$ cat config.mk
export PLATFORM = sky130hd
export DESIGN_NAME = square_chan
export DESIGN_NICKNAME = d
export VERILOG_FILES = /design/src/verilog/apu_reg_pkg.sv /design/src/verilog/sq_chan_pkg.sv /design/src/verilog/sq_envelope_length.sv /design/src/verilog/sq_output_stage.sv /design/src/verilog/sq_reg_decode.sv /design/src/verilog/sq_sweep_unit.sv /design/src/verilog/sq_timer_duty.sv /design/src/verilog/square_chan.sv
export SDC_FILE = /design/constraint.sdc
export NUM_CORES = 1
export LEC_CHECK = 0
export ABC_AREA = 1
export BUFFER_PORTS_ARGS = -buffer_cell sky130_fd_sc_hd__buf_2
export CORE_MARGIN = 5
export CORE_UTILIZATION = 40
export DETAILED_ROUTE_END_ITERATION = 6
export GPL_ROUTABILITY_DRIVEN = 0
export HOLD_SLACK_MARGIN = 0.02
export PLACE_DENSITY_LB_ADDON = 0.08
export SETUP_SLACK_MARGIN = 0.3
export SYNTH_ARGS = -nofsm -noshare
export SYNTH_HDL_FRONTEND = slang
export SYNTH_HIERARCHICAL = 1
export SYNTH_SLANG_ARGS = --single-unit
$ cat constraint.sdc
create_clock -name aclk -period 2.6 [get_ports aclk]
set_input_delay 0.39 -clock aclk [delete_from_list [all_inputs] [get_ports aclk]]
set_output_delay 0.39 -clock aclk [all_outputs]
set_load 0.01 [all_outputs]
$ cat src/verilog/apu_reg_pkg.sv
// APU register map, CPU write bus and the decoded views of a register data byte
`default_nettype none

package apu_reg_pkg;

	localparam int REG_ADDR_W = 2;

	localparam logic [REG_ADDR_W-1:0] REG_CTRL     = 2'd0;
	localparam logic [REG_ADDR_W-1:0] REG_SWEEP    = 2'd1;
	localparam logic [REG_ADDR_W-1:0] REG_TIMER_LO = 2'd2;
	localparam logic [REG_ADDR_W-1:0] REG_TIMER_HI = 2'd3;

	typedef struct packed {
		logic                  valid;
		logic [REG_ADDR_W-1:0] addr;
		logic [7:0]            data;
	} reg_write_t;

	typedef struct packed {
		logic [1:0] duty;
		logic       halt;      // Also envelope loop
		logic       const_vol;
		logic [3:0] volume;    // Volume or envelope divider
	} ctrl_view_t;

	typedef struct packed {
		logic       enable;
		logic [2:0] period;
		logic       negate;
		logic [2:0] shift;
	} sweep_view_t;

	typedef struct packed {
		logic [4:0] length_index;
		logic [2:0] period_hi;
	} timer_hi_view_t;

	typedef union packed {
		ctrl_view_t     ctrl;
		sweep_view_t    sweep;
		logic [7:0]     timer_lo;
		timer_hi_view_t timer_hi;
	} reg_data_u;

endpackage

`default_nettype wire

$ cat src/verilog/sq_chan_pkg.sv
// Square channel widths, duty patterns, length counter table, channel configuration
`default_nettype none

package sq_chan_pkg;

	localparam int PERIOD_W   = 11;
	localparam int VOL_W      = 4;
	localparam int DUTY_STEPS = 8;
	localparam int MIN_PERIOD = 8;

	// Bit n of a pattern is the level at duty step n
	localparam logic [0:3][DUTY_STEPS-1:0] DUTY_TABLE = '{
		8'b0100_0000,  // 12.5 %
		8'b0110_0000,  // 25 %
		8'b0111_1000,  // 50 %
		8'b1001_1111   // 75 %, inverted 25 %
	};

	localparam logic [0:31][7:0] LENGTH_TABLE = '{
		8'd10,  8'd254, 8'd20,  8'd2,   8'd40,  8'd4,   8'd80,  8'd6,
		8'd160, 8'd8,   8'd60,  8'd10,  8'd14,  8'd12,  8'd26,  8'd14,
		8'd12,  8'd16,  8'd24,  8'd18,  8'd48,  8'd20,  8'd96,  8'd22,
		8'd192, 8'd24,  8'd72,  8'd26,  8'd16,  8'd28,  8'd32,  8'd30
	};

	typedef struct packed {
		logic [1:0]          duty;
		logic                halt;
		logic                const_vol;
		logic [VOL_W-1:0]    volume;
		logic                sweep_en;
		logic [2:0]          sweep_period;
		logic                sweep_negate;
		logic [2:0]          sweep_shift;
		logic [PERIOD_W-1:0] period;       // As written by the CPU
		logic [4:0]          length_index;
	} sq_cfg_t;

endpackage

`default_nettype wire

$ cat src/verilog/sq_envelope_length.sv
// Envelope divider and decay level, length counter
`timescale 1ns/1ps
`default_nettype none

module sq_envelope_length (
	input  wire                          aclk,
	input  wire                          reset,
	input  wire sq_chan_pkg::sq_cfg_t    cfg,
	input  wire                          restart,
	input  wire                          quarter_frame,
	input  wire                          half_frame,
	input  wire                          enable,
	output logic [sq_chan_pkg::VOL_W-1:0] volume,
	output logic                         length_active
);

	import sq_chan_pkg::*;

	logic             start_flag;
	logic [VOL_W-1:0] env_div;
	logic [VOL_W-1:0] decay;
	logic [7:0]       length_count;

	always_ff @(posedge aclk) begin
		if (reset) begin
			start_flag <= 1'b0;
			env_div    <= '0;
			decay      <= '0;
		end else begin
			if (quarter_frame) begin
				if (start_flag) begin
					start_flag <= 1'b0;
					decay      <= '1;
					env_div    <= cfg.volume;
				end else if (env_div == '0) begin
					env_div <= cfg.volume;
					if (decay != '0) begin
						decay <= decay - 1'b1;
					end else if (cfg.halt) begin
						decay <= '1;  // Loop
					end
				end else begin
					env_div <= env_div - 1'b1;
				end
			end
			if (restart) begin
				start_flag <= 1'b1;
			end
		end
	end

	always_ff @(posedge aclk) begin
		if (reset || !enable) begin
			length_count <= '0;
		end else if (restart) begin
			length_count <= LENGTH_TABLE[cfg.length_index];
		end else if (half_frame && length_count != '0 && !cfg.halt) begin
			length_count <= length_count - 1'b1;
		end
	end

	assign length_active = length_count != '0;
	assign volume        = cfg.const_vol ? cfg.volume : decay;

endmodule

`default_nettype wire

$ cat src/verilog/sq_output_stage.sv
// Registered sample output with duty, mute and length gating
`timescale 1ns/1ps
`default_nettype none

module sq_output_stage (
	input  wire                          aclk,
	input  wire                          reset,
	input  wire                          duty_level,
	input  wire                          sweep_mute,
	input  wire                          length_active,
	input  wire [sq_chan_pkg::VOL_W-1:0] volume,
	output logic [sq_chan_pkg::VOL_W-1:0] sample
);

	always_ff @(posedge aclk) begin
		if (reset) begin
			sample <= '0;
		end else if (duty_level && length_active && !sweep_mute) begin
			sample <= volume;
		end else begin
			sample <= '0;
		end
	end

endmodule

`default_nettype wire

$ cat src/verilog/sq_reg_decode.sv
// Register decode: channel register file, configuration and restart strobes
`timescale 1ns/1ps
`default_nettype none

module sq_reg_decode (
	input  wire                     aclk,
	input  wire                     reset,
	input  wire apu_reg_pkg::reg_write_t wr,
	output sq_chan_pkg::sq_cfg_t    cfg,
	output logic                    period_write,
	output logic                    restart,
	output logic                    sweep_write
);

	import apu_reg_pkg::*;

	reg_data_u data;

	assign data = wr.data;

	always_ff @(posedge aclk) begin
		if (reset) begin
			cfg          <= '0;
			period_write <= 1'b0;
			restart      <= 1'b0;
			sweep_write  <= 1'b0;
		end else begin
			period_write <= wr.valid && (wr.addr == REG_TIMER_LO || wr.addr == REG_TIMER_HI);
			restart      <= wr.valid && (wr.addr == REG_TIMER_HI);
			sweep_write  <= wr.valid && (wr.addr == REG_SWEEP);
			if (wr.valid) begin
				case (wr.addr)
					REG_CTRL: begin
						cfg.duty      <= data.ctrl.duty;
						cfg.halt      <= data.ctrl.halt;
						cfg.const_vol <= data.ctrl.const_vol;
						cfg.volume    <= data.ctrl.volume;
					end
					REG_SWEEP: begin
						cfg.sweep_en     <= data.sweep.enable;
						cfg.sweep_period <= data.sweep.period;
						cfg.sweep_negate <= data.sweep.negate;
						cfg.sweep_shift  <= data.sweep.shift;
					end
					REG_TIMER_LO: cfg.period[7:0] <= data.timer_lo;
					default: begin
						cfg.period[10:8]  <= data.timer_hi.period_hi;
						cfg.length_index  <= data.timer_hi.length_index;
					end
				endcase
			end
		end
	end

endmodule

`default_nettype wire

$ cat src/verilog/sq_sweep_unit.sv
// Sweep unit: divider, shifter and adder for the target period, mute detection,
// and the current period register
`timescale 1ns/1ps
`default_nettype none

module sq_sweep_unit #(
	parameter bit SWEEP_ONES_COMPLEMENT = 1'b1
) (
	input  wire                             aclk,
	input  wire                             reset,
	input  wire sq_chan_pkg::sq_cfg_t       cfg,
	input  wire                             period_write,
	input  wire                             sweep_write,
	input  wire                             half_frame,
	output logic [sq_chan_pkg::PERIOD_W-1:0] period,
	output logic                            sweep_mute
);

	import sq_chan_pkg::*;

	logic [PERIOD_W-1:0] shifted;
	logic [PERIOD_W-1:0] addend;
	logic                carry_in;
	logic [PERIOD_W:0]   target;
	logic [2:0]          divider;
	logic                sweep_apply;

	assign shifted = period >> cfg.sweep_shift;
	assign addend  = cfg.sweep_negate ? ~shifted : shifted;

	// Ones complement subtracts one extra
	assign carry_in = cfg.sweep_negate && !SWEEP_ONES_COMPLEMENT;
	assign target   = {1'b0, period} + {1'b0, addend} + {{PERIOD_W{1'b0}}, carry_in};

	// Carry out only counts as overflow when adding
	assign sweep_mute = (period < PERIOD_W'(MIN_PERIOD)) ||
		(!cfg.sweep_negate && target[PERIOD_W]);

	assign sweep_apply = half_frame && divider == 3'd0 && cfg.sweep_en &&
		cfg.sweep_shift != 3'd0 && !sweep_mute;

	always_ff @(posedge aclk) begin
		if (reset) begin
			divider <= 3'd0;
		end else if (sweep_write) begin
			divider <= cfg.sweep_period;
		end else if (half_frame) begin
			if (divider == 3'd0) begin
				divider <= cfg.sweep_period;
			end else begin
				divider <= divider - 1'b1;
			end
		end
	end

	always_ff @(posedge aclk) begin
		if (reset) begin
			period <= '0;
		end else if (period_write) begin
			period <= cfg.period;
		end else if (sweep_apply) begin
			period <= target[PERIOD_W-1:0];
		end
	end

endmodule

`default_nettype wire

$ cat src/verilog/sq_timer_duty.sv
// Period down-counter and 8-step duty sequencer
`timescale 1ns/1ps
`default_nettype none

module sq_timer_duty (
	input  wire                             aclk,
	input  wire                             reset,
	input  wire [sq_chan_pkg::PERIOD_W-1:0] period,
	input  wire                             restart,
	input  wire [1:0]                       duty,
	output logic                            duty_level
);

	import sq_chan_pkg::*;

	localparam int STEP_W = $clog2(DUTY_STEPS);

	logic [PERIOD_W-1:0] count;
	logic [STEP_W-1:0]   step;

	always_ff @(posedge aclk) begin
		if (reset) begin
			count <= '0;
		end else if (count == '0) begin
			count <= period;      // Reload, one step per period + 1 clocks
		end else begin
			count <= count - 1'b1;
		end
	end

	always_ff @(posedge aclk) begin
		if (reset) begin
			step       <= '0;
			duty_level <= 1'b0;
		end else begin
			if (restart) begin
				step <= '0;
			end else if (count == '0) begin
				step <= step + 1'b1;
			end
			duty_level <= DUTY_TABLE[duty][step];
		end
	end

endmodule

`default_nettype wire

$ cat src/verilog/square_chan.sv
// Square channel top: decode, timer, sweep, envelope and output stage
`timescale 1ns/1ps
`default_nettype none

module square_chan #(
	parameter bit SWEEP_ONES_COMPLEMENT = 1'b1  // 0 for the second channel variant
) (
	input  wire                          aclk,
	input  wire                          reset,
	input  wire apu_reg_pkg::reg_write_t wr,
	input  wire                          quarter_frame,
	input  wire                          half_frame,
	input  wire                          enable,
	output logic [sq_chan_pkg::VOL_W-1:0] sample,
	output logic                         length_active
);

	import sq_chan_pkg::*;

	sq_cfg_t             cfg;
	logic                period_write;
	logic                restart;
	logic                sweep_write;
	logic [PERIOD_W-1:0] period;
	logic                sweep_mute;
	logic                duty_level;
	logic [VOL_W-1:0]    volume;

	sq_reg_decode decode_inst (.aclk(aclk), .reset(reset), .wr(wr), .cfg(cfg),
		.period_write(period_write), .restart(restart), .sweep_write(sweep_write));

	sq_timer_duty timer_inst (.aclk(aclk), .reset(reset), .period(period), .restart(restart),
		.duty(cfg.duty), .duty_level(duty_level));

	sq_sweep_unit #(.SWEEP_ONES_COMPLEMENT(SWEEP_ONES_COMPLEMENT)) sweep_inst (.aclk(aclk),
		.reset(reset), .cfg(cfg), .period_write(period_write), .sweep_write(sweep_write),
		.half_frame(half_frame), .period(period), .sweep_mute(sweep_mute));

	sq_envelope_length env_inst (.aclk(aclk), .reset(reset), .cfg(cfg), .restart(restart),
		.quarter_frame(quarter_frame), .half_frame(half_frame), .enable(enable),
		.volume(volume), .length_active(length_active));

	sq_output_stage out_inst (.aclk(aclk), .reset(reset), .duty_level(duty_level),
		.sweep_mute(sweep_mute), .length_active(length_active), .volume(volume),
		.sample(sample));

endmodule

`default_nettype wire
Word level (Yosys, flattened, before mapping)
Memories as Yosys holds them, arrays and structs flattened.
Cells that the tools add are included.
Operators by class
  muxes and demuxes: 25
  bitwise operators: 5
  reductions and logical operators: 40
  eq/ne operators: 3
  shifts and indexed selects: 1
  order comparisons: 4
  $add $sub $neg: 7
Operators with widths (count)
  two-way mux 8 bit: 6
  two-way mux 11 bit: 4
  two-way mux 4 bit: 7
  binary-select mux 8 bit (select 2 bit): 1
  adder 11 x 11 -> 12 bit: 1
  logical AND 1 bit: 12
  logical NOT 11 bit: 1
  < comparator 11 x 4 -> 1 bit, second input constant: 1
  NOT 11 bit: 1
  right shift 11 x 3 -> 11 bit: 1
  subtractor 11 x 1 -> 11 bit, second input constant: 1
  nonzero test 2 bit: 5
  two-way mux 3 bit: 3
  AND reduction 2 bit: 4
  nonzero test 8 bit: 1
  subtractor 4 x 1 -> 4 bit, second input constant: 2
  subtractor 8 x 1 -> 8 bit, second input constant: 1
  greater-or-equal comparator 6 bit, second input constant: 1
  NOT 5 -> 6 bit: 1
  nonzero test 3 bit: 2
  == test 2 bit, second input constant: 2
  logical NOT 1 bit: 4
  logical NOT 4 bit: 1
  < comparator 3 x 4 -> 1 bit, second input constant: 1
  15 further kinds: 21
Storage, ports and cells
  flip-flop bits (word level): 85
  output and inout bits: 5
  memory bits (read-only): 256
  memories kept: 1
  word-level logic and storage cells: 110
  bits of input ports: 16
Memories
  (no name shown): words 32, bits a word 8, rd ports 1, clocked after Yosys merged registers in 0, wr ports 0, RTL line sq_envelope_length.sv:56  | length_count <= LENGTH_TABLE[cfg.length_index];

Depth between registers and ports, before layout
Gate-level depths: netlist of run 1.
  word-level depth: 10
  mapped depth: 21
  gate-level depth less buffers: 21

Hierarchy
Netlist of run 1, hierarchy kept.
By module, submodules not included
  sq_sweep_unit: area an instance 1914.3 um2, times used 1, cells an instance 302
  sq_envelope_length: area an instance 1481.4 um2, times used 1, cells an instance 252
  sq_reg_decode: area an instance 1443.9 um2, times used 1, cells an instance 215
  sq_timer_duty: area an instance 960.9 um2, times used 1, cells an instance 153
  sq_output_stage: area an instance 130.1 um2, times used 1, cells an instance 16

Worst setup path after synthesis of run 1
No wires, ideal clock.
  path type: register to register
  start: reg decode_inst/cfg[16] (netlist name)
  end: reg sweep_inst/period[10] (netlist name)
  setup time: 0.114 ns
  slack: 0.052 ns
  path buffers: 1
  clock period less this slack: 2.548 ns
  cell stages (with the launch flop): 17
  arrival time: 2.434 ns
  cells stage by stage: dfxtp_1 -> buf_4 -> o21ai_0 -> o21ai_0 -> o21ai_0 -> xor2_1 -> ha_1 -> inv_1 -> fa_1 -> o21ai_1 -> nand2_1 -> nand2_1 -> nand2_1 -> nand3_1 -> nand2_1 -> nor2_1 -> nor2_2
On the way
  cells in the longest elaborated chain, start to end: 9
RTL lines
  right shift 11 x 3 -> 11 bit: RTL line sq_sweep_unit.sv:28  | assign shifted = period >> cfg.sweep_shift;
  NOT 11 bit: RTL line sq_sweep_unit.sv:29  | assign addend = cfg.sweep_negate ? ~shifted : shifted;
  two-way mux 11 bit: RTL line sq_sweep_unit.sv:29
  adder 11 x 11 -> 12 bit: RTL line sq_sweep_unit.sv:33  | assign target = {1'b0, period} + {1'b0, addend} + {{PERIOD_W{1'b0}}, carry_in};
  logical AND 1 bit: RTL line sq_sweep_unit.sv:37  | (!cfg.sweep_negate && target[PERIOD_W]);
  logical OR 1 bit: RTL line sq_sweep_unit.sv:36  | assign sweep_mute = (period < PERIOD_W'(MIN_PERIOD)) ||
  logical NOT 1 bit: RTL line sq_sweep_unit.sv:40  | cfg.sweep_shift != 3'd0 && !sweep_mute;
  logical AND 1 bit: RTL line sq_sweep_unit.sv:40
  nonzero test 2 bit (no source line)
  end signal: assignment: RTL line sq_sweep_unit.sv:60  | period <= cfg.period;
  end signal: assignment: RTL line sq_sweep_unit.sv:62  | period <= target[PERIOD_W-1:0];
  end: declaration: RTL line sq_sweep_unit.sv:15  | output logic [sq_chan_pkg::PERIOD_W-1:0] period,
Several ways; a longest one is shown, not always the timed one. The select of a mux whose other input is x is not followed.
A chain may end at the register's enable or synchronous reset.

Final worst setup path of run 1
  start: reg decode_inst/cfg[16] (netlist name)
  end: reg sweep_inst/period[6] (netlist name)
On the way
  cells in the longest elaborated chain, start to end: 9
RTL lines (RTL line)
  right shift 11 x 3 -> 11 bit: sq_sweep_unit.sv:28
  NOT 11 bit: sq_sweep_unit.sv:29
  two-way mux 11 bit: sq_sweep_unit.sv:29
  adder 11 x 11 -> 12 bit: sq_sweep_unit.sv:33
  logical AND 1 bit: sq_sweep_unit.sv:37
  logical OR 1 bit: sq_sweep_unit.sv:36
  logical NOT 1 bit: sq_sweep_unit.sv:40
  logical AND 1 bit: sq_sweep_unit.sv:40
  nonzero test 2 bit (no source line)
Several ways; a longest one is shown, not always the timed one. The select of a mux whose other input is x is not followed.

==> results of run 1 <==
-- layer usage --
layer | vias to the layer above | part of all wire, %
li1 | 3066 | -
met1 | 2499 | 50
met2 | 85 | 45
met3 | 19 | 3.4
met4 | 0 | 1.8
met5 | - | 0
-- critical path, delay by kind of cell, from the launching register on --
| family | cells | cell delay [ns] |
|---|---|---|
| AO/OA/AOI/OAI | 4 | 0.48 |
| buffers and inverters | 3 | 0.42 |
| XOR/XNOR | 1 | 0.21 |
| adder cells (fa/ha/maj) | 1 | 0.29 |
| AND/OR/NAND/NOR | 7 | 0.72 |
| flip-flops | 1 | 0.37 |
-- placed cells by master, fill, tap and decap left out, drive strengths merged --
master    count
clkinvlp      2
xor2         20
a21oi        39
nand3        81
or2           1
a21boi        1
nand4         7
nor2        179
clkbuf        9
o21a          1
fa            1
nand3b        1
ha           28
nand2       244
dfxtp        85
o211ai        2
a211oi        1
o21ai        62
xnor2         5
mux2i         5
a31oi         1
nor3          5
buf          79
inv         145
clkinv        3
nor4          2
-- worst min path at each step --
stage | end | startpoint | slack (ns) | cells past startpoint
global route | decode_inst/cfg[6]$_SDFFE_PP0P_ | wr[1] | 0.32 | 3
global placement | env_inst/env_div[2]$_SDFFE_PP0P_ | env_inst/env_div[2]$_SDFFE_PP0P_ | 0.46 | 2
detailed placement | env_inst/env_div[2]$_SDFFE_PP0P_ | env_inst/env_div[2]$_SDFFE_PP0P_ | 0.47 | 2
CTS | decode_inst/period_write$_SDFF_PP0_ | wr[9] | 0.31 | 3
finish | decode_inst/cfg[6]$_SDFFE_PP0P_ | wr[1] | 0.33 | 3
floorplan | env_inst/env_div[2]$_SDFFE_PP0P_ | env_inst/env_div[2]$_SDFFE_PP0P_ | 0.44 | 2
-- cell families after synthesis --
group	after synthesis	share of synthesized area, %
xor gates and xnor gates	25	3.69
and+or+nand+nor	520	39.1
AOI/OAI and AO/OA	107	9.64
buffers and inverters	167	11.8
adders and majority gates	29	6.24
DFF	85	28.7
muxes	5	0.844
-- power groups by stage --
| stage | registers [uW] | clock network (uW) | logic (uW) |
|---|---|---|---|
| finish | 1590 | 1270 | 1730 |
| global route | 1620 | 1380 | 2000 |
| CTS | 1590 | 1320 | 1710 |
| detailed placement | 1620 | 0 | 1640 |
| global placement | 1620 | 0 | 1650 |
| floorplan | 1590 | 0 | 1280 |
-- cell type report --
cell class,count,area (sq um),area share (%)
multi-input combinational,686,3730,52.7
sequential,85,1710,24.1
timing repair buffer,79,581,8.20
inverter,143,541,7.63
tap,184,230,3.25
clock buffer,9,225,3.18
clock inverter,7,63.8,0.901
-- flip-flops by register name (all words and copies together) (netlist names) --
| register | cells |
|---|---|
| decode_inst/cfg | 32 |
| sweep_inst/period | 11 |
| timer_inst/count | 11 |
| env_inst/length_count | 8 |
| env_inst/decay | 4 |
| env_inst/env_div | 4 |
| out_inst/sample | 4 |
| sweep_inst/divider | 3 |
| timer_inst/step | 3 |
| decode_inst/period_write | 1 |
| decode_inst/restart | 1 |
| decode_inst/sweep_write | 1 |
| env_inst/start_flag | 1 |
| timer_inst/duty_level | 1 |
-- per-stage QoR --
stage	setup WS [ns]	cell area (sq um)	hold slack, ns	total power (uW)
floorplan	0.230	5950	0.438	2870
global placement	-0.0704	6490	0.460	3270
detailed placement	-0.0793	6490	0.465	3270
CTS	0.0555	6960	0.308	4620
global route	-0.135	7080	0.319	4990
finish	0.0198	7080	0.333	4600
-- what timing repair did --
item | 4_1_cts | 5_1_grt
gates resized for setup | 36 | 27
hold buffers | 0 | 0
cloned | 1 | 0
pin swaps | 17 | 15
setup buffers | 8 | 1
endpoints found under the setup margin | 15 | 15
==> PnR_summary.wiki, run 1 <==
{| class="wikitable"
! Metric !! Value
|-
| Outcome || finished, final reports clean
|-
| Worst path required time || 2.85 ns
|-
| Setup crit start || decode_inst/cfg[16]$_SDFFE_PP0P_
|-
| Num ports || 21
|-
| Number of antenna violations at the first check in global routing || 0
|-
| Drt via density || 4.75
|-
| Hpwl dp || 11500 um
|-
| Share of total power consumed by net switching || between 30 and 40%
|-
| Top post-synthesis cells by count || sky130_fd_sc_hd__nand2_1 (227), sky130_fd_sc_hd__nor2_1 (161), sky130_fd_sc_hd__inv_1 (128), sky130_fd_sc_hd__dfxtp_1 (85), sky130_fd_sc_hd__nand3_1 (65)
|-
| Worst slew margin relative to its limit || between 40% and 50%
|-
| Rows || 44
|-
| Leading post-synthesis cells by cell area || sky130_fd_sc_hd__dfxtp_1 (29%), sky130_fd_sc_hd__nand2_1 (14%), sky130_fd_sc_hd__nor2_1 (10%)
|-
| Global Route met2 Usage || between 20% and 30%
|-
| Proportion of synthesized flip-flops having asynchronous set or reset || 0%
|-
| Depth of the CTS H-tree || 3
|-
| Power Internal || between 2000 and 3000 uW
|-
| Number of nets in the synthesized netlist || 983
|-
| Minimum period implied by the final worst setup slack || between 2 and 3 ns
|-
| Port buffer count || 20
|-
| Count of flip-flops with a built-in enable after synthesis || 0
|-
| Area added between synthesis and finish || 19.4%
|-
| Overflow after GRT || 0
|-
| FMAX || about 0.39 GHz
|-
| Diode insertion count for antenna repair || 0
|-
| Combinational cell fraction of total power || between 30% and 40%
|-
| Remaining antenna violation count || 0
|-
| Largest net degree at the start of global routing || 33
|-
| Share of layout cells above drive strength 1 || a little over a fifth
|-
| Max-slew violations || 0
|-
| Clock-pin transition on the worst setup and hold timing paths || roughly 0.070 ns
|-
| Critical Path, Cell by Cell || buf_6, buf_6, o21ai_2, o21ai_2, nor2_1, xor2_1, ha_1, nand2_1, nand2_2, a21oi_4, nand3_2, nand2_4, nand3_4, buf_12, a21oi_4, nor2_2
|-
| GR Util met1 || 24.7%
|-
| Worst clock skew || 0.00696 ns
|-
| Count of final hold-check violations || 0
|-
| Post-detailed-route wirelength per cell || about 13 um
|-
| Final nets || around 1.0k
|-
| Part of the total power dissipated in sequential elements || a little over a third
|-
| Length of the first detailed-routing pass in iterations || 5
|-
| Maximum ir drop on the vdd rail || just over 0.4 mV
|-
| Part of the Yosys area used for sequential elements || ~29%
|-
| Die area || 17400 sq um
|-
| Number of register bits inferred by synthesis || 85
|-
| Inserted Clock Buffers || 9
|-
| Busiest layer in global routing || met2
|-
| Count of endpoints failing setup in the final report || 0
|-
| Standby leakage power || roughly 0.0037 uW
|-
| Initial DRC count || approximately 330
|-
| Die height || roughly 130 um
|-
| Total Negative Setup Slacks || 0 ns
|-
| Reg2reg start || decode_inst/cfg[16]$_SDFFE_PP0P_
|-
| Worst stage delay on the critical path || 0.37 ns
|-
| Worst Path Arrival || 2.83 ns
|-
| Max-capacitance violation count || 0
|-
| Total of fill cells in the finished design || approximately 1.5k
|-
| Cell area after technology mapping || roughly 5900 sq um
|-
| Transition time of the tightest slew-check pin || a little under 0.8 ns
|-
| Proportion of netlist area held by the largest area contributor || between 20% and 30%
|-
| Max Buffers Root-to-Sink || 2
|-
| Cell type of the slowest stage on the worst timing path || sky130_fd_sc_hd__dfxtp_4
|-
| Classification of the worst-slack hold path || primary input to flop
|-
| TritonCTS clock tree || built
|-
| Library cell occupying the most area in the post-synthesis netlist || sky130_fd_sc_hd__dfxtp_1
|-
| Crit. End Element || flop
|-
| Yosys warns || 6
|-
| Routed vias || roughly 5.7k
|-
| Filler-free cell count of the finished design || around 1.2k
|-
| Worst R2R End || sweep_inst/period[6]$_SDFFE_PP0P_
|-
| Core Region || approximately 15000 sq um
|-
| Cell with the most instances after synthesis || sky130_fd_sc_hd__nand2_1
|-
| Endpoint of the most critical setup path || sweep_inst/period[6]$_SDFFE_PP0P_
|-
| Synth Flop Type || sky130_fd_sc_hd__dfxtp_1
|-
| Post-Route Utilization || about half
|-
| Initial core utilization || about 41%
|-
| Final worst path period share || ~99%
|-
| Power density normalized to cell area || approximately 650 nW/um^2
|-
| Cell count after placement || approximately 1.2k
|-
| Critical Path Fanout Max || 6
|-
| Width of the die || roughly 130 um
|-
| Global Route met3 Usage || under 10%
|-
| Avg Synthesized Cell Area || 6.32 sq um
|-
| Reg2reg setup slack || just under 0.02 ns
|-
| Cells after synthesis || approximately 940
|-
| Critical Path Start Type || flop
|-
| Yosys cell types || 43
|-
| CTS Root Cell || sky130_fd_sc_hd__clkbuf_16
|-
| Clock network power share || about 28%
|-
| Global-route wire length before repair || roughly 26000 um
|-
| Worst Reg2Reg Path Length in Cells || 16
|-
| Global routing usage summed across all routing layers || around 18%
|-
| Category of the critical setup timing path || flop to flop
|-
| Clk Latency, worst-skew pair || ~0.35 ns
|-
| Clock sinks || 85
|-
| Net switching power || around 1800 uW
|-
| Remaining DRCs || 0
|-
| Setup repair after global routing missed its margin || true
|-
| Vias in the first global route || around 5.3k
|-
| Total Routed Length || 15300 um
|}
Power figures use the tool's default switching activity.
==> inputs of run 2 (changes only) <==
ABC_AREA = unset   (was 1)
GPL_TIMING_DRIVEN = 0   (was unset)
==> run 2 against run 1 <==
Net effect:
- the run now ends with negative setup slack left
- area after synthesis decreased by 7.9%
- core utilization up 0.47 points
- maximum frequency decreased by 18%
- wire length is 7.4% lower
- final area fell by 7.6%
- hold slack worse by 0.026 ns
- cell count is 29% lower
- total power shrank 6.7%
- register-to-register slack worse by 0.57 ns
- sequential power is essentially flat
- sequential share of layout area grew 2.0 points
==> PnR_summary.wiki, run 2 <==
{| class="wikitable"
! Metric !! Value
|-
| Outcome || finished, violations left
|-
| Violated checks || negative setup slack
|-
| Worst Path Arrival || 3.41 ns
|-
| Inserted Clock Buffers || 9
|-
| Number of antenna violations at the first check in global routing || 0
|-
| Yosys cell types || between 80 and 90
|-
| CP bufs+invs || 2
|-
| Vias in the first global route || between 4k and 5k
|-
| Worst Reg2Reg Path Length in Cells || 13
|-
| CTS Root Cell || sky130_fd_sc_hd__clkbuf_16
|-
| Cell count after placement || 805
|-
| Final worst path period share || 121%
|-
| Count of endpoints failing setup in the final report || 15
|-
| Top post-synthesis cells by count || sky130_fd_sc_hd__dfxtp_1 (85), sky130_fd_sc_hd__mux2i_1 (54), sky130_fd_sc_hd__nand2b_1 (48), sky130_fd_sc_hd__nand2_1 (34), sky130_fd_sc_hd__inv_1 (30)
|-
| Hpwl dp || 10400 um
|-
| Avg Synthesized Cell Area || roughly 9.0 sq um
|-
| Number of flip-flops in the largest register || 32
|-
| Cell with the most instances after synthesis || sky130_fd_sc_hd__dfxtp_1
|-
| Critical Path, Cell by Cell || buf_8, mux2i_2, mux4_2, xnor2_2, ha_2, inv_1, fa_2, nor2b_4, o2111ai_2, nand4_1, and3_2, or3_4, a221oi_2
|-
| Global-route wire length before repair || between 20000 and 25000 um
|-
| Crit. End Element || flop
|-
| Cell area after technology mapping || about 5500 sq um
|-
| Length of the first detailed-routing pass in iterations || 5
|-
| Filler-free cell count of the finished design || 843
|-
| Count of final hold-check violations || 0
|-
| Diode insertion count for antenna repair || 0
|-
| TritonCTS clock tree || built
|-
| Cell type of the slowest stage on the worst timing path || sky130_fd_sc_hd__mux4_2
|-
| Max Buffers Root-to-Sink || 2
|-
| Initial DRC count || between 300 and 400
|-
| Library cell occupying the most area in the post-synthesis netlist || sky130_fd_sc_hd__dfxtp_1
|-
| Reg2reg setup slack || -0.55 ns
|-
| Leading post-synthesis cells by cell area || sky130_fd_sc_hd__dfxtp_1 (31%), sky130_fd_sc_hd__mux2i_1 (9.9%), sky130_fd_sc_hd__ha_1 (6.4%)
|-
| Maximum ir drop on the vdd rail || ~0.38 mV
|-
| Number of instances on the worst hold path || 2
|-
| Critical Path Fanout Max || 6
|-
| Worst slew margin relative to its limit || 36.6%
|-
| Global Route met2 Usage || approximately 28%
|-
| Rows || 42
|-
| Yosys warns || 6
|-
| Leading cell type in the layout, fill and taps excluded || sky130_fd_sc_hd__dfxtp_1
|-
| Critical Path Start Type || flop
|-
| Number of gates on the worst path with buffers counted || 13
|-
| Final Cell Area || 6540 sq um
|-
| Setup repair after global routing missed its margin || true
|-
| Drt via density || about 5.6
|-
| Cell area after placement || a little under 6000 sq um
|-
| Category of the critical setup timing path || flop to flop
|-
| Clock sinks || 85
|-
| Remaining antenna violation count || 0
|-
| Global routing usage summed across all routing layers || 17.7%
|-
| Most frequent cells in the layout || sky130_fd_sc_hd__dfxtp_1 (79), sky130_fd_sc_hd__mux2i_1 (51), sky130_fd_sc_hd__nand2b_1 (48), sky130_fd_sc_hd__nand2_1 (32), sky130_fd_sc_hd__inv_1 (30)
|-
| Post-detailed-route wirelength per cell || 16.8 um
|-
| Final nets || between 700 and 800
|-
| Power density normalized to cell area || about 660 nW/um^2
|-
| Proportion of synthesized flip-flops having asynchronous set or reset || 0%
|-
| Largest registers || decode_inst/cfg: 32 flops, sweep_inst/period: 11 flops, timer_inst/count: 11 flops
|-
| Clock-pin transition on the worst setup and hold timing paths || approximately 0.060 ns
|-
| Largest net degree at the start of global routing || 15
|-
| Area added between synthesis and finish || 19.7%
|-
| Core Region || between 10000 and 15000 sq um
|-
| Clk Latency, worst-skew pair || ~0.35 ns
|-
| Overflow after GRT || 0
|-
| FMAX || 0.318 GHz
|-
| Minimum period implied by the final worst setup slack || between 3 and 4 ns
|-
| Kind of cell with the highest combined delay on the critical path || simple AND/OR/NAND/NOR gates
|-
| Worst clock skew || 0.00630 ns
|-
| Port buffer count || 19
|-
| GR Util met1 || 25.0%
|-
| Min setup slack post-route || -0.547 ns
|-
| Classification of the worst-slack hold path || primary input to flop
|-
| Total of fill cells in the finished design || 1246
|-
| Proportion of netlist area held by the largest area contributor || a little under a third
|-
| Die area || ~16000 sq um
|-
| Max-capacitance violation count || 0
|-
| Top reg by flops || decode_inst/cfg
|-
| Worst stage delay on the critical path || 0.51 ns
|-
| Routed vias || around 4.8k
|-
| Busiest layer in global routing || met2
|-
| Global Route met3 Usage || a little under 4%
|-
| Width of the die || ~130 um
|-
| Transition time of the tightest slew-check pin || 0.943 ns
|-
| Max-slew violations || 0
|-
| Standby leakage power || roughly 0.0027 uW
|-
| Number of register bits inferred by synthesis || between 80 and 90
|-
| Part of the Yosys area used for sequential elements || 31.1%
|-
| Share of layout cells above drive strength 1 || between 20% and 30%
|-
| Remaining DRCs || 0
|-
| Depth of the CTS H-tree || 3
|-
| Total Routed Length || between 10000 and 15000 um
|-
| Number of nets in the synthesized netlist || 655
|-
| Count of flip-flops with a built-in enable after synthesis || 0
|-
| Num ports || 21
|-
| Die height || between 100 and 150 um
|-
| Synth Flop Type || sky130_fd_sc_hd__dfxtp_1
|-
| Initial core utilization || 41.1%
|-
| Cells after synthesis || 610
|-
| Worst path required time || about 2.9 ns
|}
## run 2: cell types whose count changed in the layout (fill, tap and decap cells not counted), sizes merged, moves of 13 or more
cell and change:
mux2i +49, nand2b +50, clkbuf +21, nor2 -150
nand3 -75, nand2 -210, xnor2 +13, xor2 -13
o21ai -40, inv -114, buf -29, a211oi +17
## run 2: final timing paths
check | from | to
worst min register to register | decode_inst/cfg[15]$_SDFFE_PP0P_ | sweep_inst/period[10]$_SDFFE_PP0P_
worst max-delay path | decode_inst/cfg[17]$_SDFFE_PP0P_ | sweep_inst/period[10]$_SDFFE_PP0P_
worst max register to register | decode_inst/cfg[17]$_SDFFE_PP0P_ | sweep_inst/period[10]$_SDFFE_PP0P_
worst min-delay path | wr[9] | decode_inst/sweep_write$_SDFF_PP0_
## run 2: where the power goes
group | leakage, uW | internal [uW] | switching, uW | total [uW]
logic | 0.00184 | 534 | 706 | 1240
registers | 0.000696 | 1430 | 153 | 1580
clock network | 0.000163 | 939 | 530 | 1470
## run 2: metal layers
layer | up-vias | routed length [um] | part of all wire (%)
met1 | 2267 | 7030 | 50
li1 | 2357 | - | -
met3 | 18 | 578 | 4.1
met2 | 109 | 6390 | 45
met4 | 0 | 185 | 1.3
met5 | - | 0 | 0
## run 2: final cells by class
| type | instances | area, sq um | share of cell area, % |
|---|---|---|---|
| clock buffer | 10 | 229 | 3.50 |
| timing repair buffer | 41 | 297 | 4.53 |
| inverter | 31 | 116 | 1.78 |
| clock inverter | 6 | 111 | 1.70 |
| tap | 176 | 220 | 3.37 |
| sequential | 85 | 1710 | 26.2 |
| buffer | 30 | 176 | 2.70 |
| multi-input combinational | 464 | 3680 | 56.3 |
## run 2: cells by family after synthesis
| family | synth area share [%] |
|---|---|
| mux | 11.7 |
| fa+ha+maj | 6.78 |
| buf+inv | 5.04 |
| compound gates | 19.0 |
| simple gates | 22.3 |
| xor+xnor | 4.01 |
| flops | 31.1 |
## run 2: stage by stage
stage / setup slack (ns) / hold slack [ns] / total power (uW) / setup TNS [ns] / utilization, %
floorplan: -0.286 / 0.443 / 2470 / -1.41 / -
global placement: -0.712 / 0.462 / 2740 / -7.56 / 43.7
detailed placement: -0.744 / 0.467 / 2770 / -7.87 / 43.7
CTS: -0.509 / 0.289 / 4280 / -5.69 / 47.9
global route: -0.699 / 0.308 / 4530 / -8.82 / 49.2
finish: -0.547 / 0.307 / 4290 / -6.45 / 49.2
## run 2: timing repair
item	in CTS	in global routing
setup buffers	14	7
pin swaps	15	7
cloned	1	0
endpoints found under the setup margin	15	16
resized for setup	20	26
endpoints found under the hold margin	0	0
hold buffers	0	0
